### src/source/usi_defines.svh
//**********************************************************
// sizes shared by rtl and testbench. fifo depth must be a power of two.
//**********************************************************
`ifndef USI_DEFINES_SVH
`define USI_DEFINES_SVH

`define USI_FIFO_DEPTH 16
`define USI_CNT_W      5
`define USI_FIFO_W     16
`define USI_DATA_W     8
`define USI_ADDR_W     8
`define USI_DIV_W      16
`define USI_DIV_RESET  16

`endif

### src/source/usi_reg_pkg.sv
//**********************************************************
// register map. byte addresses, only the low paddr bits decode.
//**********************************************************
`include "usi_defines.svh"

package usi_reg_pkg;

  typedef enum logic [`USI_ADDR_W-1:0] {
    CTRL     = 8'h00,
    DIV      = 8'h04,
    TX_DATA  = 8'h08,  // write pushes.
    RX_DATA  = 8'h0C,  // read pops.
    STATUS   = 8'h10,
    INTR_EN  = 8'h14,
    INTR_STA = 8'h18,  // write one to clear.
    DMA_CTRL = 8'h1C
  } reg_addr_e;

  typedef enum logic [2:0] {
    CTRL_USI_EN  = 3'd0,
    CTRL_TX_EN   = 3'd1,
    CTRL_RX_EN   = 3'd2,
    CTRL_PAR_EN  = 3'd3,
    CTRL_PAR_ODD = 3'd4
  } ctrl_bit_e;

  typedef enum logic [1:0] {
    INTR_RX_PERR = 2'd0,
    INTR_RX_OVR  = 2'd1,
    INTR_TX_OVR  = 2'd2
  } intr_e;

  localparam int CTRL_W = 5;
  localparam int INTR_N = 3;

  // status fields.
  localparam int ST_TX_CNT_LSB = 0;
  localparam int ST_RX_CNT_LSB = 5;
  localparam int ST_TX_FULL    = 10;
  localparam int ST_TX_EMPTY   = 11;
  localparam int ST_RX_FULL    = 12;
  localparam int ST_RX_EMPTY   = 13;

  // dma control fields.
  localparam int DMA_RX_EN     = 0;
  localparam int DMA_TX_EN     = 1;
  localparam int DMA_RX_TH_LSB = 2;
  localparam int DMA_TX_TH_LSB = 7;

endpackage

### src/source/usi_uart_pkg.sv
//**********************************************************
// uart frame states and parity modes.
//**********************************************************
package usi_uart_pkg;

  typedef enum logic [2:0] {
    IDLE,
    START,
    DATA,
    PARITY,
    STOP
  } uart_state_e;

  typedef enum logic [1:0] {
    PAR_NONE,
    PAR_EVEN,
    PAR_ODD
  } parity_e;

endpackage

### src/source/usi_apb_regs.sv
//**********************************************************
// apb registers with no wait states. prdata is combinational.
// a tx_data write or rx_data read strobes the fifo for one cycle.
//**********************************************************
`include "usi_defines.svh"

module usi_apb_regs (
  input  logic                   clk,
  input  logic                   rst_n,
  input  logic                   i_psel,
  input  logic                   i_penable,
  input  logic                   i_pwrite,
  input  logic [`USI_ADDR_W-1:0] i_paddr,
  input  logic [`USI_FIFO_W-1:0] i_pwdata,
  input  logic [`USI_CNT_W-1:0]  i_tx_cnt,
  input  logic                   i_tx_full,
  input  logic                   i_tx_empty,
  input  logic [`USI_CNT_W-1:0]  i_rx_cnt,
  input  logic                   i_rx_full,
  input  logic                   i_rx_empty,
  input  logic [`USI_FIFO_W-1:0] i_rx_data,
  input  logic                   i_rx_perr,
  input  logic                   i_rx_ovr,
  input  logic                   i_tx_ovr,
  output logic [`USI_FIFO_W-1:0] o_prdata,
  output logic                   o_tx_push,
  output logic [`USI_FIFO_W-1:0] o_tx_wdata,
  output logic                   o_rx_pop,
  output logic                   o_usi_en,
  output logic                   o_tx_en,
  output logic                   o_rx_en,
  output usi_uart_pkg::parity_e  o_parity,
  output logic [`USI_DIV_W-1:0]  o_div,
  output logic                   o_rx_dma_en,
  output logic                   o_tx_dma_en,
  output logic [`USI_CNT_W-1:0]  o_rx_th,
  output logic [`USI_CNT_W-1:0]  o_tx_th,
  output logic                   o_intr
);

  logic                           wr_acc;
  logic                           rd_acc;
  logic [usi_reg_pkg::CTRL_W-1:0] ctrl_q;
  logic [usi_reg_pkg::INTR_N-1:0] intr_en_q;
  logic [usi_reg_pkg::INTR_N-1:0] intr_sta_q;
  logic [usi_reg_pkg::INTR_N-1:0] intr_set;
  logic [usi_reg_pkg::INTR_N-1:0] intr_clr;

  assign wr_acc = i_psel & i_penable & i_pwrite;
  assign rd_acc = i_psel & i_penable & ~i_pwrite;

  assign o_tx_push  = wr_acc && (i_paddr == usi_reg_pkg::TX_DATA);
  assign o_tx_wdata = i_pwdata;
  assign o_rx_pop   = rd_acc && (i_paddr == usi_reg_pkg::RX_DATA);

  assign o_usi_en = ctrl_q[usi_reg_pkg::CTRL_USI_EN];
  assign o_tx_en  = ctrl_q[usi_reg_pkg::CTRL_TX_EN];
  assign o_rx_en  = ctrl_q[usi_reg_pkg::CTRL_RX_EN];

  always_comb
  begin
    if (!ctrl_q[usi_reg_pkg::CTRL_PAR_EN])
      o_parity = usi_uart_pkg::PAR_NONE;
    else if (ctrl_q[usi_reg_pkg::CTRL_PAR_ODD])
      o_parity = usi_uart_pkg::PAR_ODD;
    else
      o_parity = usi_uart_pkg::PAR_EVEN;
  end

  always_ff @(posedge clk or negedge rst_n)
  begin
    if (!rst_n)
    begin
      ctrl_q      <= '0;
      o_div       <= `USI_DIV_W'(`USI_DIV_RESET);
      intr_en_q   <= '0;
      o_rx_dma_en <= 1'b0;
      o_tx_dma_en <= 1'b0;
      o_rx_th     <= '0;
      o_tx_th     <= '0;
    end
    else if (wr_acc)
    begin
      case (i_paddr)
        usi_reg_pkg::CTRL:    ctrl_q <= i_pwdata[usi_reg_pkg::CTRL_W-1:0];
        usi_reg_pkg::DIV:     o_div <= i_pwdata[`USI_DIV_W-1:0];
        usi_reg_pkg::INTR_EN: intr_en_q <= i_pwdata[usi_reg_pkg::INTR_N-1:0];
        usi_reg_pkg::DMA_CTRL:
        begin
          o_rx_dma_en <= i_pwdata[usi_reg_pkg::DMA_RX_EN];
          o_tx_dma_en <= i_pwdata[usi_reg_pkg::DMA_TX_EN];
          o_rx_th     <= i_pwdata[usi_reg_pkg::DMA_RX_TH_LSB +: `USI_CNT_W];
          o_tx_th     <= i_pwdata[usi_reg_pkg::DMA_TX_TH_LSB +: `USI_CNT_W];
        end
        default: ;
      endcase
    end
  end

  always_comb
  begin
    intr_set[usi_reg_pkg::INTR_RX_PERR] = i_rx_perr;
    intr_set[usi_reg_pkg::INTR_RX_OVR]  = i_rx_ovr;
    intr_set[usi_reg_pkg::INTR_TX_OVR]  = i_tx_ovr;
  end

  assign intr_clr = (wr_acc && (i_paddr == usi_reg_pkg::INTR_STA)) ?
                    i_pwdata[usi_reg_pkg::INTR_N-1:0] : '0;

  always_ff @(posedge clk or negedge rst_n)
  begin
    if (!rst_n)
    begin
      intr_sta_q <= '0;
      o_intr     <= 1'b0;
    end
    else
    begin
      intr_sta_q <= (intr_sta_q & ~intr_clr) | intr_set;  // set wins.
      o_intr     <= |(intr_sta_q & intr_en_q);
    end
  end

  always_comb
  begin
    o_prdata = '0;
    case (i_paddr)
      usi_reg_pkg::CTRL:     o_prdata[usi_reg_pkg::CTRL_W-1:0] = ctrl_q;
      usi_reg_pkg::DIV:      o_prdata[`USI_DIV_W-1:0] = o_div;
      usi_reg_pkg::RX_DATA:  o_prdata = i_rx_data;  // head before the pop.
      usi_reg_pkg::STATUS:
      begin
        o_prdata[usi_reg_pkg::ST_TX_CNT_LSB +: `USI_CNT_W] = i_tx_cnt;
        o_prdata[usi_reg_pkg::ST_RX_CNT_LSB +: `USI_CNT_W] = i_rx_cnt;
        o_prdata[usi_reg_pkg::ST_TX_FULL]  = i_tx_full;
        o_prdata[usi_reg_pkg::ST_TX_EMPTY] = i_tx_empty;
        o_prdata[usi_reg_pkg::ST_RX_FULL]  = i_rx_full;
        o_prdata[usi_reg_pkg::ST_RX_EMPTY] = i_rx_empty;
      end
      usi_reg_pkg::INTR_EN:  o_prdata[usi_reg_pkg::INTR_N-1:0] = intr_en_q;
      usi_reg_pkg::INTR_STA: o_prdata[usi_reg_pkg::INTR_N-1:0] = intr_sta_q;
      usi_reg_pkg::DMA_CTRL:
      begin
        o_prdata[usi_reg_pkg::DMA_RX_EN] = o_rx_dma_en;
        o_prdata[usi_reg_pkg::DMA_TX_EN] = o_tx_dma_en;
        o_prdata[usi_reg_pkg::DMA_RX_TH_LSB +: `USI_CNT_W] = o_rx_th;
        o_prdata[usi_reg_pkg::DMA_TX_TH_LSB +: `USI_CNT_W] = o_tx_th;
      end
      default: o_prdata = '0;
    endcase
  end

endmodule

### src/source/usi_dma_trig.sv
//**********************************************************
// dma request levels and one-cycle event trigger pulses.
//**********************************************************
`include "usi_defines.svh"

module usi_dma_trig (
  input  logic                  clk,
  input  logic                  rst_n,
  input  logic                  i_usi_en,
  input  logic                  i_rx_dma_en,
  input  logic                  i_tx_dma_en,
  input  logic [`USI_CNT_W-1:0] i_rx_th,
  input  logic [`USI_CNT_W-1:0] i_tx_th,
  input  logic [`USI_CNT_W-1:0] i_rx_cnt,
  input  logic [`USI_CNT_W-1:0] i_tx_cnt,
  input  logic                  i_dma_ack_rx,
  input  logic                  i_dma_ack_tx,
  output logic                  o_dma_req_rx,
  output logic                  o_dma_req_tx,
  output logic                  o_etb_rx_trig,
  output logic                  o_etb_tx_trig
);

  logic rx_cond;
  logic tx_cond;
  logic rx_cond_d;
  logic tx_cond_d;

  assign rx_cond = (i_rx_cnt > i_rx_th) & i_usi_en;
  assign tx_cond = (i_tx_cnt == '0) & i_usi_en;

  always_ff @(posedge clk or negedge rst_n)
  begin
    if (!rst_n)
    begin
      o_dma_req_rx  <= 1'b0;
      o_dma_req_tx  <= 1'b0;
      rx_cond_d     <= 1'b0;
      tx_cond_d     <= 1'b0;
      o_etb_rx_trig <= 1'b0;
      o_etb_tx_trig <= 1'b0;
    end
    else
    begin
      if (!i_rx_dma_en || i_dma_ack_rx)
        o_dma_req_rx <= 1'b0;
      else if (i_rx_cnt >= i_rx_th)
        o_dma_req_rx <= 1'b1;
      if (!i_tx_dma_en || i_dma_ack_tx)
        o_dma_req_tx <= 1'b0;
      else if (i_tx_cnt <= i_tx_th)
        o_dma_req_tx <= 1'b1;
      rx_cond_d     <= rx_cond;
      tx_cond_d     <= tx_cond;
      o_etb_rx_trig <= rx_cond & ~rx_cond_d;  // rising edge only.
      o_etb_tx_trig <= tx_cond & ~tx_cond_d;
    end
  end

endmodule

### src/source/usi_sync_fifo.sv
//**********************************************************
// first-word fall-through fifo. depth must be a power of two.
// push when full is dropped and flagged, pop when empty is ignored.
//**********************************************************
`include "usi_defines.svh"

module usi_sync_fifo #(
  parameter int DEPTH = `USI_FIFO_DEPTH,
  parameter int W     = `USI_FIFO_W
) (
  input  logic                  clk,
  input  logic                  rst_n,
  input  logic                  i_push,
  input  logic [W-1:0]          i_wdata,
  input  logic                  i_pop,
  output logic [W-1:0]          o_rd_data,
  output logic [`USI_CNT_W-1:0] o_cnt,
  output logic                  o_full,
  output logic                  o_empty,
  output logic                  o_overrun
);

  localparam int PTR_W = $clog2(DEPTH);

  logic [W-1:0]     mem [DEPTH];
  logic [PTR_W-1:0] wr_ptr;
  logic [PTR_W-1:0] rd_ptr;
  logic             do_push;
  logic             do_pop;

  assign o_full    = (o_cnt == `USI_CNT_W'(DEPTH));
  assign o_empty   = (o_cnt == '0);
  assign o_overrun = i_push & o_full;
  assign do_push   = i_push & ~o_full;
  assign do_pop    = i_pop & ~o_empty;
  assign o_rd_data = mem[rd_ptr];

  always_ff @(posedge clk)
  begin
    if (do_push)
      mem[wr_ptr] <= i_wdata;
  end

  always_ff @(posedge clk or negedge rst_n)
  begin
    if (!rst_n)
    begin
      wr_ptr <= '0;
      rd_ptr <= '0;
      o_cnt  <= '0;
    end
    else
    begin
      if (do_push)
        wr_ptr <= wr_ptr + 1'b1;  // wraps at depth.
      if (do_pop)
        rd_ptr <= rd_ptr + 1'b1;
      case ({do_push, do_pop})
        2'b10:   o_cnt <= o_cnt + 1'b1;
        2'b01:   o_cnt <= o_cnt - 1'b1;
        default: ;
      endcase
    end
  end

endmodule

### src/source/usi_top.sv
//**********************************************************
// serial interface unit. apb port, tx and rx fifos, uart, dma.
//**********************************************************
`include "usi_defines.svh"

module usi_top (
  input  logic                   clk,
  input  logic                   rst_n,
  input  logic                   i_psel,
  input  logic                   i_penable,
  input  logic                   i_pwrite,
  input  logic [`USI_ADDR_W-1:0] i_paddr,
  input  logic [`USI_FIFO_W-1:0] i_pwdata,
  input  logic                   i_uart_rxd,
  input  logic                   i_dma_ack_rx,
  input  logic                   i_dma_ack_tx,
  output logic [`USI_FIFO_W-1:0] o_prdata,
  output logic                   o_uart_txd,
  output logic                   o_dma_req_rx,
  output logic                   o_dma_req_tx,
  output logic                   o_etb_rx_trig,
  output logic                   o_etb_tx_trig,
  output logic                   o_intr
);

  logic                   tx_push;
  logic                   tx_pop;
  logic                   rx_push;
  logic                   rx_pop;
  logic [`USI_FIFO_W-1:0] tx_wdata;
  logic [`USI_FIFO_W-1:0] tx_rd_data;
  logic [`USI_FIFO_W-1:0] rx_rd_data;
  logic [`USI_DATA_W-1:0] uart_rx_data;
  logic [`USI_CNT_W-1:0]  tx_cnt;
  logic [`USI_CNT_W-1:0]  rx_cnt;
  logic                   tx_full;
  logic                   tx_empty;
  logic                   rx_full;
  logic                   rx_empty;
  logic                   tx_ovr;
  logic                   rx_ovr;
  logic                   rx_perr;
  logic                   usi_en;
  logic                   tx_en;
  logic                   rx_en;
  usi_uart_pkg::parity_e  parity;
  logic [`USI_DIV_W-1:0]  div;
  logic                   rx_dma_en;
  logic                   tx_dma_en;
  logic [`USI_CNT_W-1:0]  rx_th;
  logic [`USI_CNT_W-1:0]  tx_th;

  usi_apb_regs u_regs (
    .clk         (clk),
    .rst_n       (rst_n),
    .i_psel      (i_psel),
    .i_penable   (i_penable),
    .i_pwrite    (i_pwrite),
    .i_paddr     (i_paddr),
    .i_pwdata    (i_pwdata),
    .i_tx_cnt    (tx_cnt),
    .i_tx_full   (tx_full),
    .i_tx_empty  (tx_empty),
    .i_rx_cnt    (rx_cnt),
    .i_rx_full   (rx_full),
    .i_rx_empty  (rx_empty),
    .i_rx_data   (rx_rd_data),
    .i_rx_perr   (rx_perr),
    .i_rx_ovr    (rx_ovr),
    .i_tx_ovr    (tx_ovr),
    .o_prdata    (o_prdata),
    .o_tx_push   (tx_push),
    .o_tx_wdata  (tx_wdata),
    .o_rx_pop    (rx_pop),
    .o_usi_en    (usi_en),
    .o_tx_en     (tx_en),
    .o_rx_en     (rx_en),
    .o_parity    (parity),
    .o_div       (div),
    .o_rx_dma_en (rx_dma_en),
    .o_tx_dma_en (tx_dma_en),
    .o_rx_th     (rx_th),
    .o_tx_th     (tx_th),
    .o_intr      (o_intr)
  );

  usi_sync_fifo tx_fifo (
    .clk       (clk),
    .rst_n     (rst_n),
    .i_push    (tx_push),
    .i_wdata   (tx_wdata),
    .i_pop     (tx_pop),
    .o_rd_data (tx_rd_data),
    .o_cnt     (tx_cnt),
    .o_full    (tx_full),
    .o_empty   (tx_empty),
    .o_overrun (tx_ovr)
  );

  usi_sync_fifo rx_fifo (
    .clk       (clk),
    .rst_n     (rst_n),
    .i_push    (rx_push),
    .i_wdata   ({{(`USI_FIFO_W - `USI_DATA_W){1'b0}}, uart_rx_data}),
    .i_pop     (rx_pop),
    .o_rd_data (rx_rd_data),
    .o_cnt     (rx_cnt),
    .o_full    (rx_full),
    .o_empty   (rx_empty),
    .o_overrun (rx_ovr)
  );

  usi_uart u_uart (
    .clk        (clk),
    .rst_n      (rst_n),
    .i_tx_en    (tx_en),
    .i_rx_en    (rx_en),
    .i_parity   (parity),
    .i_div      (div),
    .i_tx_data  (tx_rd_data[`USI_DATA_W-1:0]),  // low byte of the head word.
    .i_tx_empty (tx_empty),
    .i_rxd      (i_uart_rxd),
    .o_txd      (o_uart_txd),
    .o_tx_pop   (tx_pop),
    .o_rx_push  (rx_push),
    .o_rx_data  (uart_rx_data),
    .o_rx_perr  (rx_perr)
  );

  usi_dma_trig u_dma_trig (
    .clk           (clk),
    .rst_n         (rst_n),
    .i_usi_en      (usi_en),
    .i_rx_dma_en   (rx_dma_en),
    .i_tx_dma_en   (tx_dma_en),
    .i_rx_th       (rx_th),
    .i_tx_th       (tx_th),
    .i_rx_cnt      (rx_cnt),
    .i_tx_cnt      (tx_cnt),
    .i_dma_ack_rx  (i_dma_ack_rx),
    .i_dma_ack_tx  (i_dma_ack_tx),
    .o_dma_req_rx  (o_dma_req_rx),
    .o_dma_req_tx  (o_dma_req_tx),
    .o_etb_rx_trig (o_etb_rx_trig),
    .o_etb_tx_trig (o_etb_tx_trig)
  );

endmodule

### src/source/usi_uart.sv
//**********************************************************
// 8n1 uart with optional parity. i_div is clocks per bit, at least 2.
// stop bit is not checked, the byte is pushed at its middle.
//**********************************************************
`include "usi_defines.svh"

module usi_uart (
  input  logic                   clk,
  input  logic                   rst_n,
  input  logic                   i_tx_en,
  input  logic                   i_rx_en,
  input  usi_uart_pkg::parity_e  i_parity,
  input  logic [`USI_DIV_W-1:0]  i_div,
  input  logic [`USI_DATA_W-1:0] i_tx_data,
  input  logic                   i_tx_empty,
  input  logic                   i_rxd,
  output logic                   o_txd,
  output logic                   o_tx_pop,
  output logic                   o_rx_push,
  output logic [`USI_DATA_W-1:0] o_rx_data,
  output logic                   o_rx_perr
);

  localparam int IDX_W = $clog2(`USI_DATA_W);
  localparam logic [IDX_W-1:0] LAST_IDX = IDX_W'(`USI_DATA_W - 1);

  usi_uart_pkg::uart_state_e tx_state;
  usi_uart_pkg::uart_state_e rx_state;
  logic [`USI_DIV_W-1:0]     tx_tmr;
  logic [`USI_DIV_W-1:0]     rx_tmr;
  logic [IDX_W-1:0]          tx_idx;
  logic [IDX_W-1:0]          rx_idx;
  logic [`USI_DATA_W-1:0]    tx_shift;
  logic [`USI_DATA_W-1:0]    rx_shift;
  logic                      tx_par;
  logic                      tx_tick;
  logic                      rx_tick;
  logic                      rx_half;
  logic                      rx_step;
  logic                      rxd_s1;
  logic                      rxd_s2;
  logic                      rx_par_bad;
  logic                      par_en;
  logic                      par_odd;

  assign par_en   = (i_parity != usi_uart_pkg::PAR_NONE);
  assign par_odd  = (i_parity == usi_uart_pkg::PAR_ODD);
  assign tx_tick  = (tx_tmr == i_div - 1'b1);
  assign rx_tick  = (rx_tmr == i_div - 1'b1);
  assign rx_half  = (rx_tmr == (i_div >> 1) - 1'b1);
  assign rx_step  = (rx_state == usi_uart_pkg::START) ? rx_half : rx_tick;
  assign o_tx_pop = (tx_state == usi_uart_pkg::IDLE) & i_tx_en & ~i_tx_empty;

  always_ff @(posedge clk)
  begin
    if (o_tx_pop)
    begin
      tx_shift <= i_tx_data;
      tx_par   <= ^i_tx_data ^ par_odd;
    end
    else if (tx_tick && (tx_state == usi_uart_pkg::START || tx_state == usi_uart_pkg::DATA))
      tx_shift <= tx_shift >> 1;
  end

  always_ff @(posedge clk or negedge rst_n)
  begin
    if (!rst_n)
    begin
      tx_state <= usi_uart_pkg::IDLE;
      tx_tmr   <= '0;
      tx_idx   <= '0;
      o_txd    <= 1'b1;  // line idles high.
    end
    else
    begin
      tx_tmr <= (tx_state == usi_uart_pkg::IDLE || tx_tick) ? '0 : tx_tmr + 1'b1;
      case (tx_state)
        usi_uart_pkg::IDLE:
          if (o_tx_pop)
          begin
            tx_state <= usi_uart_pkg::START;
            o_txd    <= 1'b0;
          end
        usi_uart_pkg::START:
          if (tx_tick)
          begin
            tx_state <= usi_uart_pkg::DATA;
            tx_idx   <= '0;
            o_txd    <= tx_shift[0];  // lsb first.
          end
        usi_uart_pkg::DATA:
          if (tx_tick)
          begin
            if (tx_idx == LAST_IDX)
            begin
              tx_state <= par_en ? usi_uart_pkg::PARITY : usi_uart_pkg::STOP;
              o_txd    <= par_en ? tx_par : 1'b1;
            end
            else
            begin
              tx_idx <= tx_idx + 1'b1;
              o_txd  <= tx_shift[0];
            end
          end
        usi_uart_pkg::PARITY:
          if (tx_tick)
          begin
            tx_state <= usi_uart_pkg::STOP;
            o_txd    <= 1'b1;
          end
        usi_uart_pkg::STOP:
          if (tx_tick)
            tx_state <= usi_uart_pkg::IDLE;
        default: tx_state <= usi_uart_pkg::IDLE;
      endcase
    end
  end

  always_ff @(posedge clk)
  begin
    if (rx_step && rx_state == usi_uart_pkg::DATA)
      rx_shift <= {rxd_s2, rx_shift[`USI_DATA_W-1:1]};
    if (rx_step && rx_state == usi_uart_pkg::STOP)
      o_rx_data <= rx_shift;
  end

  always_ff @(posedge clk or negedge rst_n)
  begin
    if (!rst_n)
    begin
      rxd_s1     <= 1'b1;
      rxd_s2     <= 1'b1;
      rx_state   <= usi_uart_pkg::IDLE;
      rx_tmr     <= '0;
      rx_idx     <= '0;
      rx_par_bad <= 1'b0;
      o_rx_push  <= 1'b0;
      o_rx_perr  <= 1'b0;
    end
    else
    begin
      rxd_s1    <= i_rxd;
      rxd_s2    <= rxd_s1;
      o_rx_push <= 1'b0;
      o_rx_perr <= 1'b0;
      rx_tmr    <= (rx_state == usi_uart_pkg::IDLE || rx_step) ? '0 : rx_tmr + 1'b1;
      case (rx_state)
        usi_uart_pkg::IDLE:
        begin
          rx_par_bad <= 1'b0;
          if (i_rx_en && !rxd_s2)
            rx_state <= usi_uart_pkg::START;
        end
        usi_uart_pkg::START:
          if (rx_step)
          begin
            rx_idx   <= '0;
            rx_state <= rxd_s2 ? usi_uart_pkg::IDLE : usi_uart_pkg::DATA;  // glitch rejected.
          end
        usi_uart_pkg::DATA:
          if (rx_step)
          begin
            if (rx_idx == LAST_IDX)
              rx_state <= par_en ? usi_uart_pkg::PARITY : usi_uart_pkg::STOP;
            else
              rx_idx <= rx_idx + 1'b1;
          end
        usi_uart_pkg::PARITY:
          if (rx_step)
          begin
            rx_par_bad <= (rxd_s2 != (^rx_shift ^ par_odd));
            rx_state   <= usi_uart_pkg::STOP;
          end
        usi_uart_pkg::STOP:
          if (rx_step)
          begin
            o_rx_push <= 1'b1;
            o_rx_perr <= rx_par_bad;
            rx_state  <= usi_uart_pkg::IDLE;
          end
        default: rx_state <= usi_uart_pkg::IDLE;
      endcase
    end
  end

endmodule

### config.mk
export PLATFORM = sky130hd
export DESIGN_NAME = usi_top
export DESIGN_NICKNAME = d
export VERILOG_FILES = /design/src/source/usi_reg_pkg.sv /design/src/source/usi_uart_pkg.sv /design/src/source/usi_apb_regs.sv /design/src/source/usi_dma_trig.sv /design/src/source/usi_sync_fifo.sv /design/src/source/usi_top.sv /design/src/source/usi_uart.sv
export VERILOG_INCLUDE_DIRS = /design/src /design/src/source
export SDC_FILE = /design/constraint.sdc
export NUM_CORES = 1
export LEC_CHECK = 0
export ABC_AREA = 1
export BUFFER_PORTS_ARGS = -buffer_cell sky130_fd_sc_hd__buf_2
export CORE_MARGIN = 10
export CORE_UTILIZATION = 50
export DETAILED_ROUTE_END_ITERATION = 16
export MAX_ROUTING_LAYER = met4
export PLACE_DENSITY = 0.71
export SLEW_MARGIN = 10
export SYNTH_ARGS = -nofsm -noshare
export SYNTH_HDL_FRONTEND = slang
export SYNTH_SLANG_ARGS = --single-unit
### constraint.sdc
create_clock -name clk -period 3.95 [get_ports clk]
set_clock_uncertainty 0.05 [all_clocks]
set_input_delay 0.5925 -clock clk [delete_from_list [all_inputs] [get_ports clk]]
set_output_delay 0.5925 -clock clk [all_outputs]
set_load 0.02 [all_outputs]
==> impl_metrics.prom <==
# TYPE chip_impl_metric gauge
chip_impl_metric{name="syn_area_per_cell",unit="um2"} 9.839
chip_impl_metric{name="clkSlewWorstSetupHoldPaths",unit="ns"} 0.06
chip_impl_metric{name="final_cell_count_no_fill",unit=""} 2565
chip_impl_metric{name="y_dimension_of_the_die",unit="um"} 216.5
chip_impl_metric{name="report.final.setup_viol",unit=""} 0
chip_impl_metric{name="postSynthNetCount",unit=""} 2032
chip_impl_metric{name="longest_clk_path_bufs",unit=""} 3
chip_impl_metric{name="max-slew-margin-rel",unit="%"} 32.37
chip_impl_metric{name="max_slew.worst_pin.slew",unit="ns"} 0.9889
chip_impl_info{name="crit_path_start_kind",value="input pin"} 1
chip_impl_metric{name="final.setup.tns",unit="ns"} 0
chip_impl_metric{name="antenna_found_initial",unit=""} 1
chip_impl_metric{name="finalHoldViolCount",unit=""} 0
chip_impl_metric{name="dp.final_hpwl",unit="um"} 33750
chip_impl_metric{name="power.ir.vdd_worst",unit="uV"} 372.5
chip_impl_metric{name="netSwitchingPower",unit="mW"} 2.585
chip_impl_metric{name="final_core_util",unit="%"} 56.85
chip_impl_metric{name="holdBufCountCts",unit=""} 0
chip_impl_metric{name="drive_gt1_share",unit="%"} 9.839
chip_impl_metric{name="number_of_standard_cells_after_synthesis",unit=""} 1962
chip_impl_metric{name="initial_utilization",unit="%"} 51.01
chip_impl_metric{name="yosysSeqAreaShare",unit="%"} 59.55
chip_impl_metric{name="yosys_warnings",unit=""} 0
chip_impl_info{name="crit_type",value="input pin to primary output"} 1
chip_impl_metric{name="drtIter0Drc",unit=""} 1263
chip_impl_metric{name="ys_types",unit=""} 54
chip_impl_metric{name="synth-edff-count",unit=""} 281
chip_impl_info{name="layout.cells.most_common",value="nand2_1"} 1
chip_impl_metric{name="cts-buffers-inserted",unit=""} 44
chip_impl_metric{name="switching_share",unit="%"} 26.32
chip_impl_metric{name="post_cts.resized_instances",unit=""} 0
chip_impl_metric{name="synth_seq_cells",unit=""} 403
chip_impl_metric{name="fp.dieW",unit="um"} 216.5
chip_impl_info{name="ys.flop_type",value="edfxtp_1"} 1
chip_impl_metric{name="maxCapViolCount",unit=""} 0
chip_impl_metric{name="total_number_of_vias",unit=""} 14168
chip_impl_metric{name="fp.dieArea",unit="um2"} 46870
chip_impl_metric{name="drtPass1Iterations",unit=""} 5
chip_impl_metric{name="first_global_vias",unit=""} 13763
chip_impl_metric{name="p_seq_share",unit="%"} 47.5
chip_impl_metric{name="finalWeightedCongestion",unit=""} 0.9484
chip_impl_metric{name="core_region_area",unit="um2"} 37840
chip_impl_metric{name="average_wire_per_standard_cell",unit="um"} 18.93
chip_impl_metric{name="post-cts-setup-buffers",unit=""} 0
chip_impl_metric{name="grt_first_pass_wirelength",unit="um"} 76330
chip_impl_info{name="tritoncts",value="built"} 1
chip_impl_metric{name="internal-power",unit="mW"} 7.238
chip_impl_metric{name="htree_levels",unit=""} 2
chip_impl_metric{name="dp.cells",unit=""} 2483
chip_impl_metric{name="mappedNetlistArea",unit="um2"} 19300
chip_impl_metric{name="power_leakage",unit="nW"} 8.654
chip_impl_metric{name="port-buffer-count",unit=""} 53
chip_impl_metric{name="io_pins",unit=""} 54
chip_impl_info{name="worst_min_delay_path_category",value="input pin to flip-flop"} 1
chip_impl_metric{name="post-route-drc-count",unit=""} 0
chip_impl_metric{name="power.density",unit="nW/um2"} 456.6
chip_impl_metric{name="max_freq",unit="GHz"} 0.2924
chip_impl_metric{name="syn_to_final_growth",unit="%"} 11.44
chip_impl_metric{name="rows",unit=""} 71
chip_impl_info{name="mostFrequentLayoutCells",value="nand2_1 (422), edfxtp_1 (281), nor2_1 (250)"} 1
chip_impl_metric{name="critical_path_arrival",unit="ns"} 2.78
chip_impl_metric{name="final_nets",unit=""} 2088
chip_impl_metric{name="post-route-period-util",unit="%"} 86.59
chip_impl_metric{name="worst_path_fanout_max",unit=""} 10
chip_impl_metric{name="proportion_of_register_bits_with_asynchronous_set_or_reset_after_synthesis",unit="%"} 30.27
chip_impl_metric{name="required",unit="ns"} 3.31
chip_impl_metric{name="drtAntennaViolNets",unit=""} 0
chip_impl_metric{name="clk_latency",unit="ns"} 0.58
chip_impl_metric{name="clock_power_share",unit="%"} 41.0
chip_impl_metric{name="grt_start_max_net_pins",unit=""} 97
chip_impl_info{name="status",value="finished clean"} 1
chip_impl_metric{name="grt_overflow_total",unit=""} 0
chip_impl_metric{name="power.share.combinational",unit="%"} 11.4
chip_impl_info{name="rsz0062_at_grt",value="no"} 1
chip_impl_info{name="crit_path_end_kind",value="primary output"} 1
chip_impl_metric{name="globalRouteTotalUtil",unit="%"} 21.11
chip_impl_metric{name="dpl-instance-area",unit="um2"} 20090
chip_impl_metric{name="final_max_slew_viol_count",unit=""} 0
chip_impl_metric{name="detail_route.vias_per_cell",unit=""} 5.524
chip_impl_metric{name="fin_crit",unit="ns"} 3.420
chip_impl_info{name="root_buffer",value="clkbuf_16"} 1
chip_impl_metric{name="finalWirelength",unit="um"} 48570
chip_impl_metric{name="final_cell_area",unit="um2"} 21510
chip_impl_metric{name="cts_sinks",unit=""} 403
-- sequential cells by signal, indices dropped and copies added, names as in the netlist, 5 cells and up --
| register | flops |
|---|---|
| rx_fifo.o_cnt | 5 |
| u_uart.tx_shift | 8 |
| u_regs.o_tx_th | 5 |
| u_uart.o_rx_data | 8 |
| tx_fifo.mem | 128 |
| u_uart.rx_shift | 8 |
| u_regs.o_rx_th | 5 |
| tx_fifo.o_cnt | 5 |
| u_uart.tx_tmr | 16 |
| rx_fifo.mem | 128 |
| u_regs.o_div | 16 |
| u_uart.rx_tmr | 16 |
| u_regs.ctrl_q | 5 |
-- final timing paths --
| kind | slack [ns] | cells past startpoint | start | to |
|---|---|---|---|---|
| min in group asynchronous | 0.07 | 1 | rst_n | u_uart.rx_tmr[12] |
| worst max-delay path | 0.53 | 12 | i_paddr[7] | o_prdata[4] |
| worst min register to register | 0.31 | 0 | u_uart.rxd_s1 | u_uart.rxd_s2 |
| max in group asynchronous | 2.98 | 2 | rst_n | rx_fifo.wr_ptr[1] |
| worst min-delay path | 0.06 | 1 | i_uart_rxd | u_uart.rxd_s1 |
| worst max register to register | 0.72 | 16 | u_regs.o_div[2] | u_uart.rx_shift[5] |
-- synth_stat cells (6+ instances only) --
master      n  area, um2
inv_1     177      664.4
o21ai_0   152      760.7
edfxtp_1  281       8438
nand4_1    14      87.58
o211ai_1   24      180.2
a21oi_1    34      170.2
nand2_1   422       1584
mux2i_1    19      190.2
ha_1       36      450.4
nor2_4     11      123.9
o221ai_1   23      201.4
nor2_2     11      68.82
buf_2      18      90.09
xnor2_1    12      105.1
nor2_1    250      938.4
clkbuf_1   30      112.6
nor3_1     53      265.3
o22ai_1    11      68.82
nand3_1   117      585.6
dfrtp_1   118       2953
xor2_1     34      297.8
nand2_2    10      62.56
o21ai_1     6      30.03
o32ai_1    13      113.9
buf_1       8      30.03
-- stage by stage --
step	total power [mW]	setup WS [ns]	hold slack [ns]
floorplan	5.579	0.9263	0.2469
global placement	5.840	0.6797	0.3012
detailed placement	5.872	0.6006	0.3024
CTS	9.886	0.5612	0.03401
global route	10.23	0.4122	0.04931
finish	9.823	0.5295	0.06436
-- layer usage --
| metal | share of wire [%] | GRT usage [%] | routed length, um | vias up |
|---|---|---|---|---|
| met5 | 0 | - | 0 | - |
| met1 | 45 | 28.53 | 22050 | 6802 |
| li1 | - | - | - | 6829 |
| met2 | 45 | 31.13 | 21650 | 443 |
| met3 | 6.6 | 3.872 | 3227 | 94 |
| met4 | 3.4 | 8.227 | 1636 | 0 |
-- power by group through the flow --
| stage | Combinational [mW] | Clock [mW] | Sequential, mW |
|---|---|---|---|
| after floorplan | 0.850 | 0 | 4.73 |
| after global placement | 1.09 | 0 | 4.75 |
| after detailed placement | 1.12 | 0 | 4.75 |
| after CTS | 1.13 | 4.09 | 4.67 |
| after global routing | 1.29 | 4.26 | 4.68 |
| final | 1.12 | 4.03 | 4.67 |
-- logic make-up (layout without fill, tap and decap cells) --
kind of cell	after synthesis	in the layout	share of synthesized area, %
multiplexers	24	24	1.277
flip-flops	403	403	59.55
other	0	1	0
buffers and inverters	246	337	5.049
AO/OA/AOI/OAI	285	285	8.847
adder cells (fa/ha/maj)	38	38	2.541
AND/OR/NAND/NOR	920	920	20.65
XOR/XNOR	46	46	2.087
-- cell type report --
class	instances	area (um2)
clock inverters	25	230.2
inverters	186	698.2
diodes	1	2.502
flip-flops and latches	403	11500
fillers	3252	16330
multi-input cells	1313	6834
repair buffers	70	424.2
clock buffers	56	1186
well taps	511	639.4
-- worst max-delay path, stage by stage --
cell	delay, ns
buf_2	0.10
nor2_1	0.09
inv_1	0.06
nor3_2	0.36
inv_1	0.11
nor2_1	0.10
buf_4	0.16
clkinv_1	0.31
o22ai_1	0.26
a221oi_1	0.13
a21oi_1	0.28
buf_2	0.22
Note: power is estimated with default switching activity, not from simulation.
